===== src/design/exec_pkg.sv =====
package exec_pkg;

    // ------------------------------------------------
    // widths.
    // ------------------------------------------------
    localparam int DATA_WIDTH = 64;
    localparam int ADDR_WIDTH = 64;
    localparam int REG_ADDR_W = 5;

    // ------------------------------------------------
    // opcodes.
    // ------------------------------------------------

    // alu operations, shifts use the low 6 bits of operand b.
    typedef enum logic [3:0] {
        ALU_ADD  = 4'b0000,
        ALU_SUB  = 4'b0001,
        ALU_SLL  = 4'b0010,
        ALU_SLT  = 4'b0011,
        ALU_SLTU = 4'b0100,
        ALU_XOR  = 4'b0101,
        ALU_SRL  = 4'b0110,
        ALU_SRA  = 4'b0111,
        ALU_OR   = 4'b1000,
        ALU_AND  = 4'b1001
    } alu_op_e;

    // branch conditions, encoded as the risc-v func3 field.
    // codes 2 and 3 are unused and never branch.
    typedef enum logic [2:0] {
        BR_EQ  = 3'd0,
        BR_NE  = 3'd1,
        BR_LT  = 3'd4,
        BR_GE  = 3'd5,
        BR_LTU = 3'd6,
        BR_GEU = 3'd7
    } branch_cond_e;

    // ------------------------------------------------
    // micro-op and result.
    // ------------------------------------------------

    // decoded micro-op with resolved operands.
    typedef struct packed {
        logic [ADDR_WIDTH-1:0] pc;
        logic [DATA_WIDTH-1:0] rs1_data;
        logic [DATA_WIDTH-1:0] rs2_data;
        logic [DATA_WIDTH-1:0] imm_ext;
        logic [REG_ADDR_W-1:0] rd_addr;
        alu_op_e               alu_op;
        branch_cond_e          func3;
        // immediate as operand b.
        logic                  alu_src;
        logic                  branch;
        logic                  jump;
        // 0 selects pc + imm, 1 selects alu sum with bit 0 cleared.
        logic                  pc_target_src;
        logic                  reg_we;
        logic                  mem_we;
    } uop_t;

    // registered execute result.
    typedef struct packed {
        logic [DATA_WIDTH-1:0] alu_result;
        // rs2 passed on for stores.
        logic [DATA_WIDTH-1:0] write_data;
        logic [ADDR_WIDTH-1:0] pc_plus4;
        logic [ADDR_WIDTH-1:0] pc_target;
        logic [REG_ADDR_W-1:0] rd_addr;
        logic                  pc_src;
        logic                  reg_we;
        logic                  mem_we;
    } exec_result_t;

endpackage


===== src/design/alu.sv =====
module alu (
    input  exec_pkg::alu_op_e                i_alu_op,
    input  logic [exec_pkg::DATA_WIDTH-1:0]  i_src_1,
    input  logic [exec_pkg::DATA_WIDTH-1:0]  i_src_2,
    output logic [exec_pkg::DATA_WIDTH-1:0]  o_alu_result,
    output logic                             o_zero_flag,
    output logic                             o_lt_flag,
    output logic                             o_ltu_flag
);

    localparam int DW      = exec_pkg::DATA_WIDTH;
    localparam int SHAMT_W = $clog2(DW);

    // ------------------------------------------------
    // internal nets.
    // ------------------------------------------------
    logic [SHAMT_W-1:0] s_shamt;
    logic [DW-1:0]      s_sum;
    logic [DW-1:0]      s_diff;

    assign s_shamt = i_src_2[SHAMT_W-1:0];
    assign s_sum   = i_src_1 + i_src_2;
    assign s_diff  = i_src_1 - i_src_2;

    // compare flags, independent of the operation.
    assign o_lt_flag  = $signed(i_src_1) < $signed(i_src_2);
    assign o_ltu_flag = i_src_1 < i_src_2;

    // ------------------------------------------------
    // operation select.
    // ------------------------------------------------
    always_comb begin
        case (i_alu_op)
            exec_pkg::ALU_ADD: begin
                o_alu_result = s_sum;
            end
            exec_pkg::ALU_SUB: begin
                o_alu_result = s_diff;
            end
            exec_pkg::ALU_SLL: begin
                o_alu_result = i_src_1 << s_shamt;
            end
            exec_pkg::ALU_SLT: begin
                o_alu_result = {{(DW-1){1'b0}}, o_lt_flag};
            end
            exec_pkg::ALU_SLTU: begin
                o_alu_result = {{(DW-1){1'b0}}, o_ltu_flag};
            end
            exec_pkg::ALU_XOR: begin
                o_alu_result = i_src_1 ^ i_src_2;
            end
            exec_pkg::ALU_SRL: begin
                o_alu_result = i_src_1 >> s_shamt;
            end
            exec_pkg::ALU_SRA: begin
                // arithmetic, sign bit fills from the left.
                o_alu_result = $signed(i_src_1) >>> s_shamt;
            end
            exec_pkg::ALU_OR: begin
                o_alu_result = i_src_1 | i_src_2;
            end
            exec_pkg::ALU_AND: begin
                o_alu_result = i_src_1 & i_src_2;
            end
            default: begin
                o_alu_result = '0;
            end
        endcase
    end

    // zero flag on the selected result.
    assign o_zero_flag = (o_alu_result == '0);

endmodule


===== src/design/exec_lane.sv =====
module exec_lane (
    input  logic                   i_clk,
    input  logic                   i_rst,

    // micro-op from dispatch.
    input  logic                   i_valid,
    input  exec_pkg::uop_t         i_uop,
    output logic                   o_ready,

    // result to merger.
    input  logic                   i_take,
    output logic                   o_valid,
    output exec_pkg::exec_result_t o_res
);

    localparam int DW = exec_pkg::DATA_WIDTH;
    localparam int AW = exec_pkg::ADDR_WIDTH;

    // ------------------------------------------------
    // internal nets.
    // ------------------------------------------------
    logic [DW-1:0]          s_src_b;
    logic [DW-1:0]          s_alu_result;
    logic                   s_zero_flag;
    logic                   s_lt_flag;
    logic                   s_ltu_flag;
    logic [AW-1:0]          s_pc_plus_imm;
    logic [AW-1:0]          s_alu_target;
    logic                   s_cond;
    logic                   s_load;
    exec_pkg::exec_result_t s_res;
    exec_pkg::exec_result_t r_res;
    logic                   r_valid;

    // operand b is register or immediate.
    assign s_src_b = i_uop.alu_src ? i_uop.imm_ext : i_uop.rs2_data;

    alu alu_i (
        .i_alu_op     (i_uop.alu_op),
        .i_src_1      (i_uop.rs1_data),
        .i_src_2      (s_src_b),
        .o_alu_result (s_alu_result),
        .o_zero_flag  (s_zero_flag),
        .o_lt_flag    (s_lt_flag),
        .o_ltu_flag   (s_ltu_flag)
    );

    // jump target candidates.
    assign s_pc_plus_imm = i_uop.pc + AW'(i_uop.imm_ext);
    assign s_alu_target  = {s_alu_result[AW-1:1], 1'b0};

    // branch condition from func3 and flags.
    always_comb begin
        case (i_uop.func3)
            exec_pkg::BR_EQ:  s_cond = s_zero_flag;
            exec_pkg::BR_NE:  s_cond = ~s_zero_flag;
            exec_pkg::BR_LT:  s_cond = s_lt_flag;
            exec_pkg::BR_GE:  s_cond = ~s_lt_flag;
            exec_pkg::BR_LTU: s_cond = s_ltu_flag;
            exec_pkg::BR_GEU: s_cond = ~s_ltu_flag;
            default:          s_cond = 1'b0;
        endcase
    end

    // next result value.
    always_comb begin
        s_res.alu_result = s_alu_result;
        s_res.write_data = i_uop.rs2_data;
        s_res.pc_plus4   = i_uop.pc + AW'(4);
        s_res.pc_target  = i_uop.pc_target_src ? s_alu_target : s_pc_plus_imm;
        s_res.rd_addr    = i_uop.rd_addr;
        s_res.pc_src     = i_uop.jump | (i_uop.branch & s_cond);
        s_res.reg_we     = i_uop.reg_we;
        s_res.mem_we     = i_uop.mem_we;
    end

    // ------------------------------------------------
    // pipeline register.
    // ------------------------------------------------

    // free when empty or being drained this cycle.
    assign o_ready = ~r_valid | i_take;
    assign s_load  = i_valid & o_ready;

    always_ff @(posedge i_clk) begin
        if (i_rst) begin
            r_valid <= 1'b0;
        end else if (s_load) begin
            r_valid <= 1'b1;
        end else if (i_take) begin
            r_valid <= 1'b0;
        end
    end

    always_ff @(posedge i_clk) begin
        if (s_load) begin
            r_res <= s_res;
        end
    end

    assign o_valid = r_valid;
    assign o_res   = r_res;

    // the merger only takes a full lane.
    a_take_when_valid : assert property (
        @(posedge i_clk) disable iff (i_rst) i_take |-> o_valid
    );

endmodule


===== src/design/dispatch_unit.sv =====
module dispatch_unit #(
    parameter int NUM_LANES = 4
) (
    input  logic                 i_clk,
    input  logic                 i_rst,

    // incoming micro-op stream.
    input  logic                 i_uop_valid,
    input  exec_pkg::uop_t       i_uop,
    output logic                 o_uop_ready,

    // lane side.
    output logic [NUM_LANES-1:0] o_lane_valid,
    output exec_pkg::uop_t       o_lane_uop,
    input  logic [NUM_LANES-1:0] i_lane_ready
);

    localparam int PTR_W = $clog2(NUM_LANES);

    logic [PTR_W-1:0] r_ptr;
    logic             s_xfer;

    // only the pointed lane sees a valid.
    always_comb begin
        o_lane_valid        = '0;
        o_lane_valid[r_ptr] = i_uop_valid;
    end

    // micro-op goes to all lanes and the valid picks one.
    assign o_lane_uop  = i_uop;
    assign o_uop_ready = i_lane_ready[r_ptr];
    assign s_xfer      = i_uop_valid & o_uop_ready;

    // ------------------------------------------------
    // round-robin pointer.
    // ------------------------------------------------
    always_ff @(posedge i_clk) begin
        if (i_rst) begin
            r_ptr <= '0;
        end else if (s_xfer) begin
            if (r_ptr == PTR_W'(NUM_LANES - 1)) begin
                r_ptr <= '0;
            end else begin
                r_ptr <= r_ptr + 1'b1;
            end
        end
    end

    // the pointed lane is full only when every lane is full.
    a_stall_only_when_full : assert property (
        @(posedge i_clk) disable iff (i_rst) !o_uop_ready |-> (i_lane_ready == '0)
    );

endmodule


===== src/design/result_merger.sv =====
module result_merger #(
    parameter int NUM_LANES = 4
) (
    input  logic                                   i_clk,
    input  logic                                   i_rst,

    // lane side.
    input  logic [NUM_LANES-1:0]                   i_lane_valid,
    input  exec_pkg::exec_result_t [NUM_LANES-1:0] i_lane_res,
    output logic [NUM_LANES-1:0]                   o_lane_take,

    // outgoing result stream.
    output logic                                   o_res_valid,
    output exec_pkg::exec_result_t                 o_res,
    input  logic                                   i_res_ready
);

    localparam int PTR_W = $clog2(NUM_LANES);

    logic [PTR_W-1:0] r_ptr;
    logic             s_xfer;

    // present the lane at the drain pointer.
    assign o_res_valid = i_lane_valid[r_ptr];
    assign o_res       = i_lane_res[r_ptr];
    assign s_xfer      = o_res_valid & i_res_ready;

    always_comb begin
        o_lane_take        = '0;
        o_lane_take[r_ptr] = s_xfer;
    end

    // ------------------------------------------------
    // drain pointer, same order as dispatch.
    // ------------------------------------------------
    always_ff @(posedge i_clk) begin
        if (i_rst) begin
            r_ptr <= '0;
        end else if (s_xfer) begin
            if (r_ptr == PTR_W'(NUM_LANES - 1)) begin
                r_ptr <= '0;
            end else begin
                r_ptr <= r_ptr + 1'b1;
            end
        end
    end

    // a stalled result must hold until accepted.
    a_res_stable : assert property (
        @(posedge i_clk) disable iff (i_rst)
        (o_res_valid && !i_res_ready) |=> (o_res_valid && $stable(o_res))
    );

endmodule


===== src/design/exec_cluster.sv =====
module exec_cluster #(
    parameter int NUM_LANES = 4
) (
    input  logic                   i_clk,
    input  logic                   i_rst,

    // micro-op input stream.
    input  logic                   i_uop_valid,
    input  exec_pkg::uop_t         i_uop,
    output logic                   o_uop_ready,

    // result output stream.
    output logic                   o_res_valid,
    output exec_pkg::exec_result_t o_res,
    input  logic                   i_res_ready
);

    // ------------------------------------------------
    // lane nets.
    // ------------------------------------------------
    logic [NUM_LANES-1:0]                   s_lane_in_valid;
    exec_pkg::uop_t                         s_lane_uop;
    logic [NUM_LANES-1:0]                   s_lane_ready;
    logic [NUM_LANES-1:0]                   s_lane_out_valid;
    exec_pkg::exec_result_t [NUM_LANES-1:0] s_lane_res;
    logic [NUM_LANES-1:0]                   s_lane_take;

    dispatch_unit #(
        .NUM_LANES (NUM_LANES)
    ) dispatch_i (
        .i_clk        (i_clk),
        .i_rst        (i_rst),
        .i_uop_valid  (i_uop_valid),
        .i_uop        (i_uop),
        .o_uop_ready  (o_uop_ready),
        .o_lane_valid (s_lane_in_valid),
        .o_lane_uop   (s_lane_uop),
        .i_lane_ready (s_lane_ready)
    );

    for (genvar g = 0; g < NUM_LANES; g++) begin : g_lane
        exec_lane lane_i (
            .i_clk   (i_clk),
            .i_rst   (i_rst),
            .i_valid (s_lane_in_valid[g]),
            .i_uop   (s_lane_uop),
            .o_ready (s_lane_ready[g]),
            .i_take  (s_lane_take[g]),
            .o_valid (s_lane_out_valid[g]),
            .o_res   (s_lane_res[g])
        );
    end

    result_merger #(
        .NUM_LANES (NUM_LANES)
    ) merger_i (
        .i_clk        (i_clk),
        .i_rst        (i_rst),
        .i_lane_valid (s_lane_out_valid),
        .i_lane_res   (s_lane_res),
        .o_lane_take  (s_lane_take),
        .o_res_valid  (o_res_valid),
        .o_res        (o_res),
        .i_res_ready  (i_res_ready)
    );

endmodule


===== config.mk =====
export PLATFORM = sky130hd
export DESIGN_NAME = exec_cluster
export DESIGN_NICKNAME = d
export VERILOG_FILES = /design/src/design/exec_pkg.sv /design/src/design/alu.sv /design/src/design/exec_lane.sv /design/src/design/dispatch_unit.sv /design/src/design/result_merger.sv /design/src/design/exec_cluster.sv
export SDC_FILE = /design/constraint.sdc
export NUM_CORES = 2
export LEC_CHECK = 0
export ABC_CLOCK_PERIOD_IN_PS = 22500
export BUFFER_PORTS_ARGS = -buffer_cell sky130_fd_sc_hd__buf_2
export CAP_MARGIN = 20
export CORE_MARGIN = 10
export CORE_UTILIZATION = 55
export DETAILED_ROUTE_END_ITERATION = 7
export PLACE_DENSITY = 0.72
export SYNTH_ARGS = -nofsm -noshare
export SYNTH_HDL_FRONTEND = slang
export SYNTH_SLANG_ARGS = --single-unit

===== constraint.sdc =====
create_clock -name i_clk -period 22.5 [get_ports i_clk]
set_input_delay 4.5 -clock i_clk [delete_from_list [all_inputs] [get_ports i_clk]]
set_output_delay 4.5 -clock i_clk [all_outputs]
set_load 0.005 [all_outputs]

==> flow_summary.toml <==
[floorplanning]
rows = 125
fp.dieH_um = 363
die_w_um = 363
core_area_mm2 = 0.117
die_area_mm2 = 0.132
start_util = 0.556
io_pins = 544

[clock_network]
clk_pin_slew_ns = 0.06
cts_root_buffer = "clkbuf_16"
cts_tree = "yes"
clk_latency_ns = 0.76
hold_buffers = 0
htreeDepth = 3
post_cts_resized = 0
cts.sinks = 1064
numCtsBuffers = 103
post-cts-setup-buffer-count = 0
clock_path_buffers = 3

[synthesis]
yosysMostFrequentCell = "edfxtp_1"
dominantRegCellSynth = "edfxtp_1"
synth_cell_types = 97
yosysTopAreaCell = "edfxtp_1"
seq_area_frac_synth = 0.492
synth_area_leaders = "edfxtp_1, mux4_2, ha_1, mux2i_1, a21oi_1"
netlist_instances = 5313
syn-cell-area_mm2 = 0.0648
async_reset_ff_frac = 0
avgSynthCellArea_um2 = 12.2
synth_edf_count = 1056
syn-num-nets = 5860
ys_seq_elements = 1064
yosys-top-cells-count = "edfxtp_1, nand2_1, mux4_2"
yosys.area.top_type_share = 0.489
ys_warn_count = 0

[hold_path]
hp-class = "reg2reg"
hold_depth = 2
min-delay-start = "dispatch_i.r_ptr[0]"
hold_end = "dispatch_i.r_ptr[0]"

[critical_path]
arrival_ns = 13.18
required_ns = 23.00
crit_path_start_kind = "input pin"
cpPeakStageDelay_ns = 0.67
cp_cell_sequence = "buf_4 > buf_4 > mux2i_4 > inv_4 > ha_1 > fa_1 > a211oi_1 > o21ai_1 > a41oi_1 > o41ai_1 > buf_4 > a311oi_1 > o21ai_1 > a221oi_1 > o21ai_0 > a2111oi_1 > buf_2 > nand4_1 > nor4_1 > nand4_1 > nor4_2 > xnor2_1 > o21ai_1"
timing.rr.start = "merger_i.r_ptr[1]"
r2r_setup_slack_ns = 16.75
cp_max_fo = 32
crit_type = "in2reg"
r2r-end = "g_lane[0].lane_i.o_res[43]"
end_kind = "flip-flop"
crit_path_top_delay_cell = "a311oi_1"
ff2ff_path_depth = 7

[timing]
finClkSkew_ns = 0.0571
rsz0062_at_grt = "no"
hold_viol_final = 0
fin_crit_sh = 0.564
relSlewSlack = -0.0473
setup_viol_count_final = 0
slew_violations = 1
setup_tns_ns = 0
fmax_mhz = 78.9
worst_pin_slew_ns = 1.57
fin_crit_ns = 12.68

[run_status]
status = "complete, but fails checks"
violations = "slew limit"

[place]
dp_hpwl_um = 217000
post_dp_cell_area_mm2 = 0.0693
gp_congestion = 1.10
port_buffers = 543

[finish]
fillers = 8772
area_delta_synth_final_pct = 12.5
layout-drive-gt1-share = 0.225
fin_area_mm2 = 0.0729
multiInputGateArea_mm2 = 0.0308
final-seq-area_mm2 = 0.0319
nets = 6328

[global_route]
track_usage = 0.435
first_global_vias = 53200
grt_pass1_wl_um = 410000
grt-ovfl-total = 0
grt_start_max_net_pins = 138
antenna_found_initial = 45

[route]
wl_per_cell_um = 39.8
vias = 55500
vias_per_cell = 7.48
drcViolationCount = 0
drtIter0Drc = 9977
antenna_left = 0
drt-total-wl_um = 295000
first_pass_iters = 6

[power_and_ir_drop]
p_per_area_mw_per_mm2 = 78.4
peakVddDrop_mv = 0.0701
p_leak_uw = 0.0265

[flow_run]
max_cap_violations = 0
[flip-flops by register name, summed over array words and instances (netlist names)]
signal / flops
dispatch_i.r_ptr: 2
g_lane.lane_i.o_res: 1056
merger_i.r_ptr: 2
g_lane.lane_i.o_valid: 4
[final cells by class]
type | instances | area share
inverters | 235 | 0.0122
well taps | 1524 | 0.0262
repair buffers | 690 | 0.0528
clock inverters | 72 | 0.0115
flip-flops and latches | 1064 | 0.437
multi-input cells | 3687 | 0.423
clock buffers | 118 | 0.0364
diodes | 27 | 0.000927
[power breakdown]
| part | switching (uW) | total (uW) | internal [uW] | leakage [uW] |
|---|---|---|---|---|
| clock network | 778 | 1780 | 1010 | 0.00169 |
| registers | 36.5 | 2390 | 2350 | 0.00977 |
| logic | 1060 | 1550 | 491 | 0.0151 |
[layout by cell type (no fill, tap or decap), drive strengths merged, types with 52 or more instances in the layout]
master,instances
a211oi,57
a21o,78
a21oi,354
a221oi,55
a31oi,52
buf,687
clkbuf,121
edfxtp,1056
ha,266
inv,240
mux2i,233
mux4,374
nand2,430
nand3,116
nand4,65
nor2,338
nor3,82
o211ai,60
o21ai,262
o22ai,62
xnor2,94
xor2,54
[cell families (layout without fill, tap and decap cells)]
family                     count (synthesis)  count (layout)  share of synthesized area
adders and majority gates                269             269                     0.0523
DFF                                     1064            1064                      0.492
other                                      0              27                          0
and+or+nand+nor                         1287            1287                     0.0929
muxes                                    614             614                      0.168
AOI/OAI and AO/OA                       1369            1369                      0.140
buffers and inverters                    562            1115                     0.0350
xor gates and xnor gates                 148             148                     0.0200
[worst max-delay path by stage]
stage / cells after the start / endpoint / from / slack, ns
2_1_floorplan: 4 / g_lane[3].lane_i.o_res[0] / i_res_ready / 3.91
3_3_place_gp: 22 / g_lane[0].lane_i.o_res[2] / i_uop[5] / 8.90
3_5_place_dp: 24 / g_lane[3].lane_i.o_res[2] / i_uop[5] / 9.60
4_1_cts: 24 / g_lane[3].lane_i.o_res[2] / i_uop[5] / 10.41
5_1_grt: 23 / g_lane[3].lane_i.o_res[2] / i_uop[5] / 9.62
6_report: 23 / g_lane[3].lane_i.o_res[2] / i_uop[5] / 9.82
[worst max-delay path, delay by kind of cell]
family	cells	cell delay [ns]
compound gates	10	3.74
xor+xnor	1	0.14
fa+ha+maj	2	0.81
buf+inv	5	1.67
mux	1	0.66
simple gates	4	1.60
[per-stage QoR]
step	hold WS [ns]	setup slack, ns	total power (uW)	utilization	instances
3_3_place_gp	0.495	8.90	3860	0.594	7187
5_1_grt	0.559	9.62	5840	0.625	7400
3_5_place_dp	0.508	9.60	3880	0.595	7193
2_1_floorplan	0.459	3.91	3290	-	5313
4_1_cts	0.517	10.41	5660	0.625	7383
6_report	0.522	9.82	5720	0.626	7417
[per-layer routing]
metal / vias to the layer above / wire length (um) / track usage
li1: 22000 / - / -
met1: 27600 / 104000 / 0.559
met2: 4961 / 129000 / 0.646
met3: 937 / 45500 / 0.174
met4: 42 / 17100 / 0.200
met5: - / 277 / 0
Note: power is estimated with default switching activity, not from simulation.
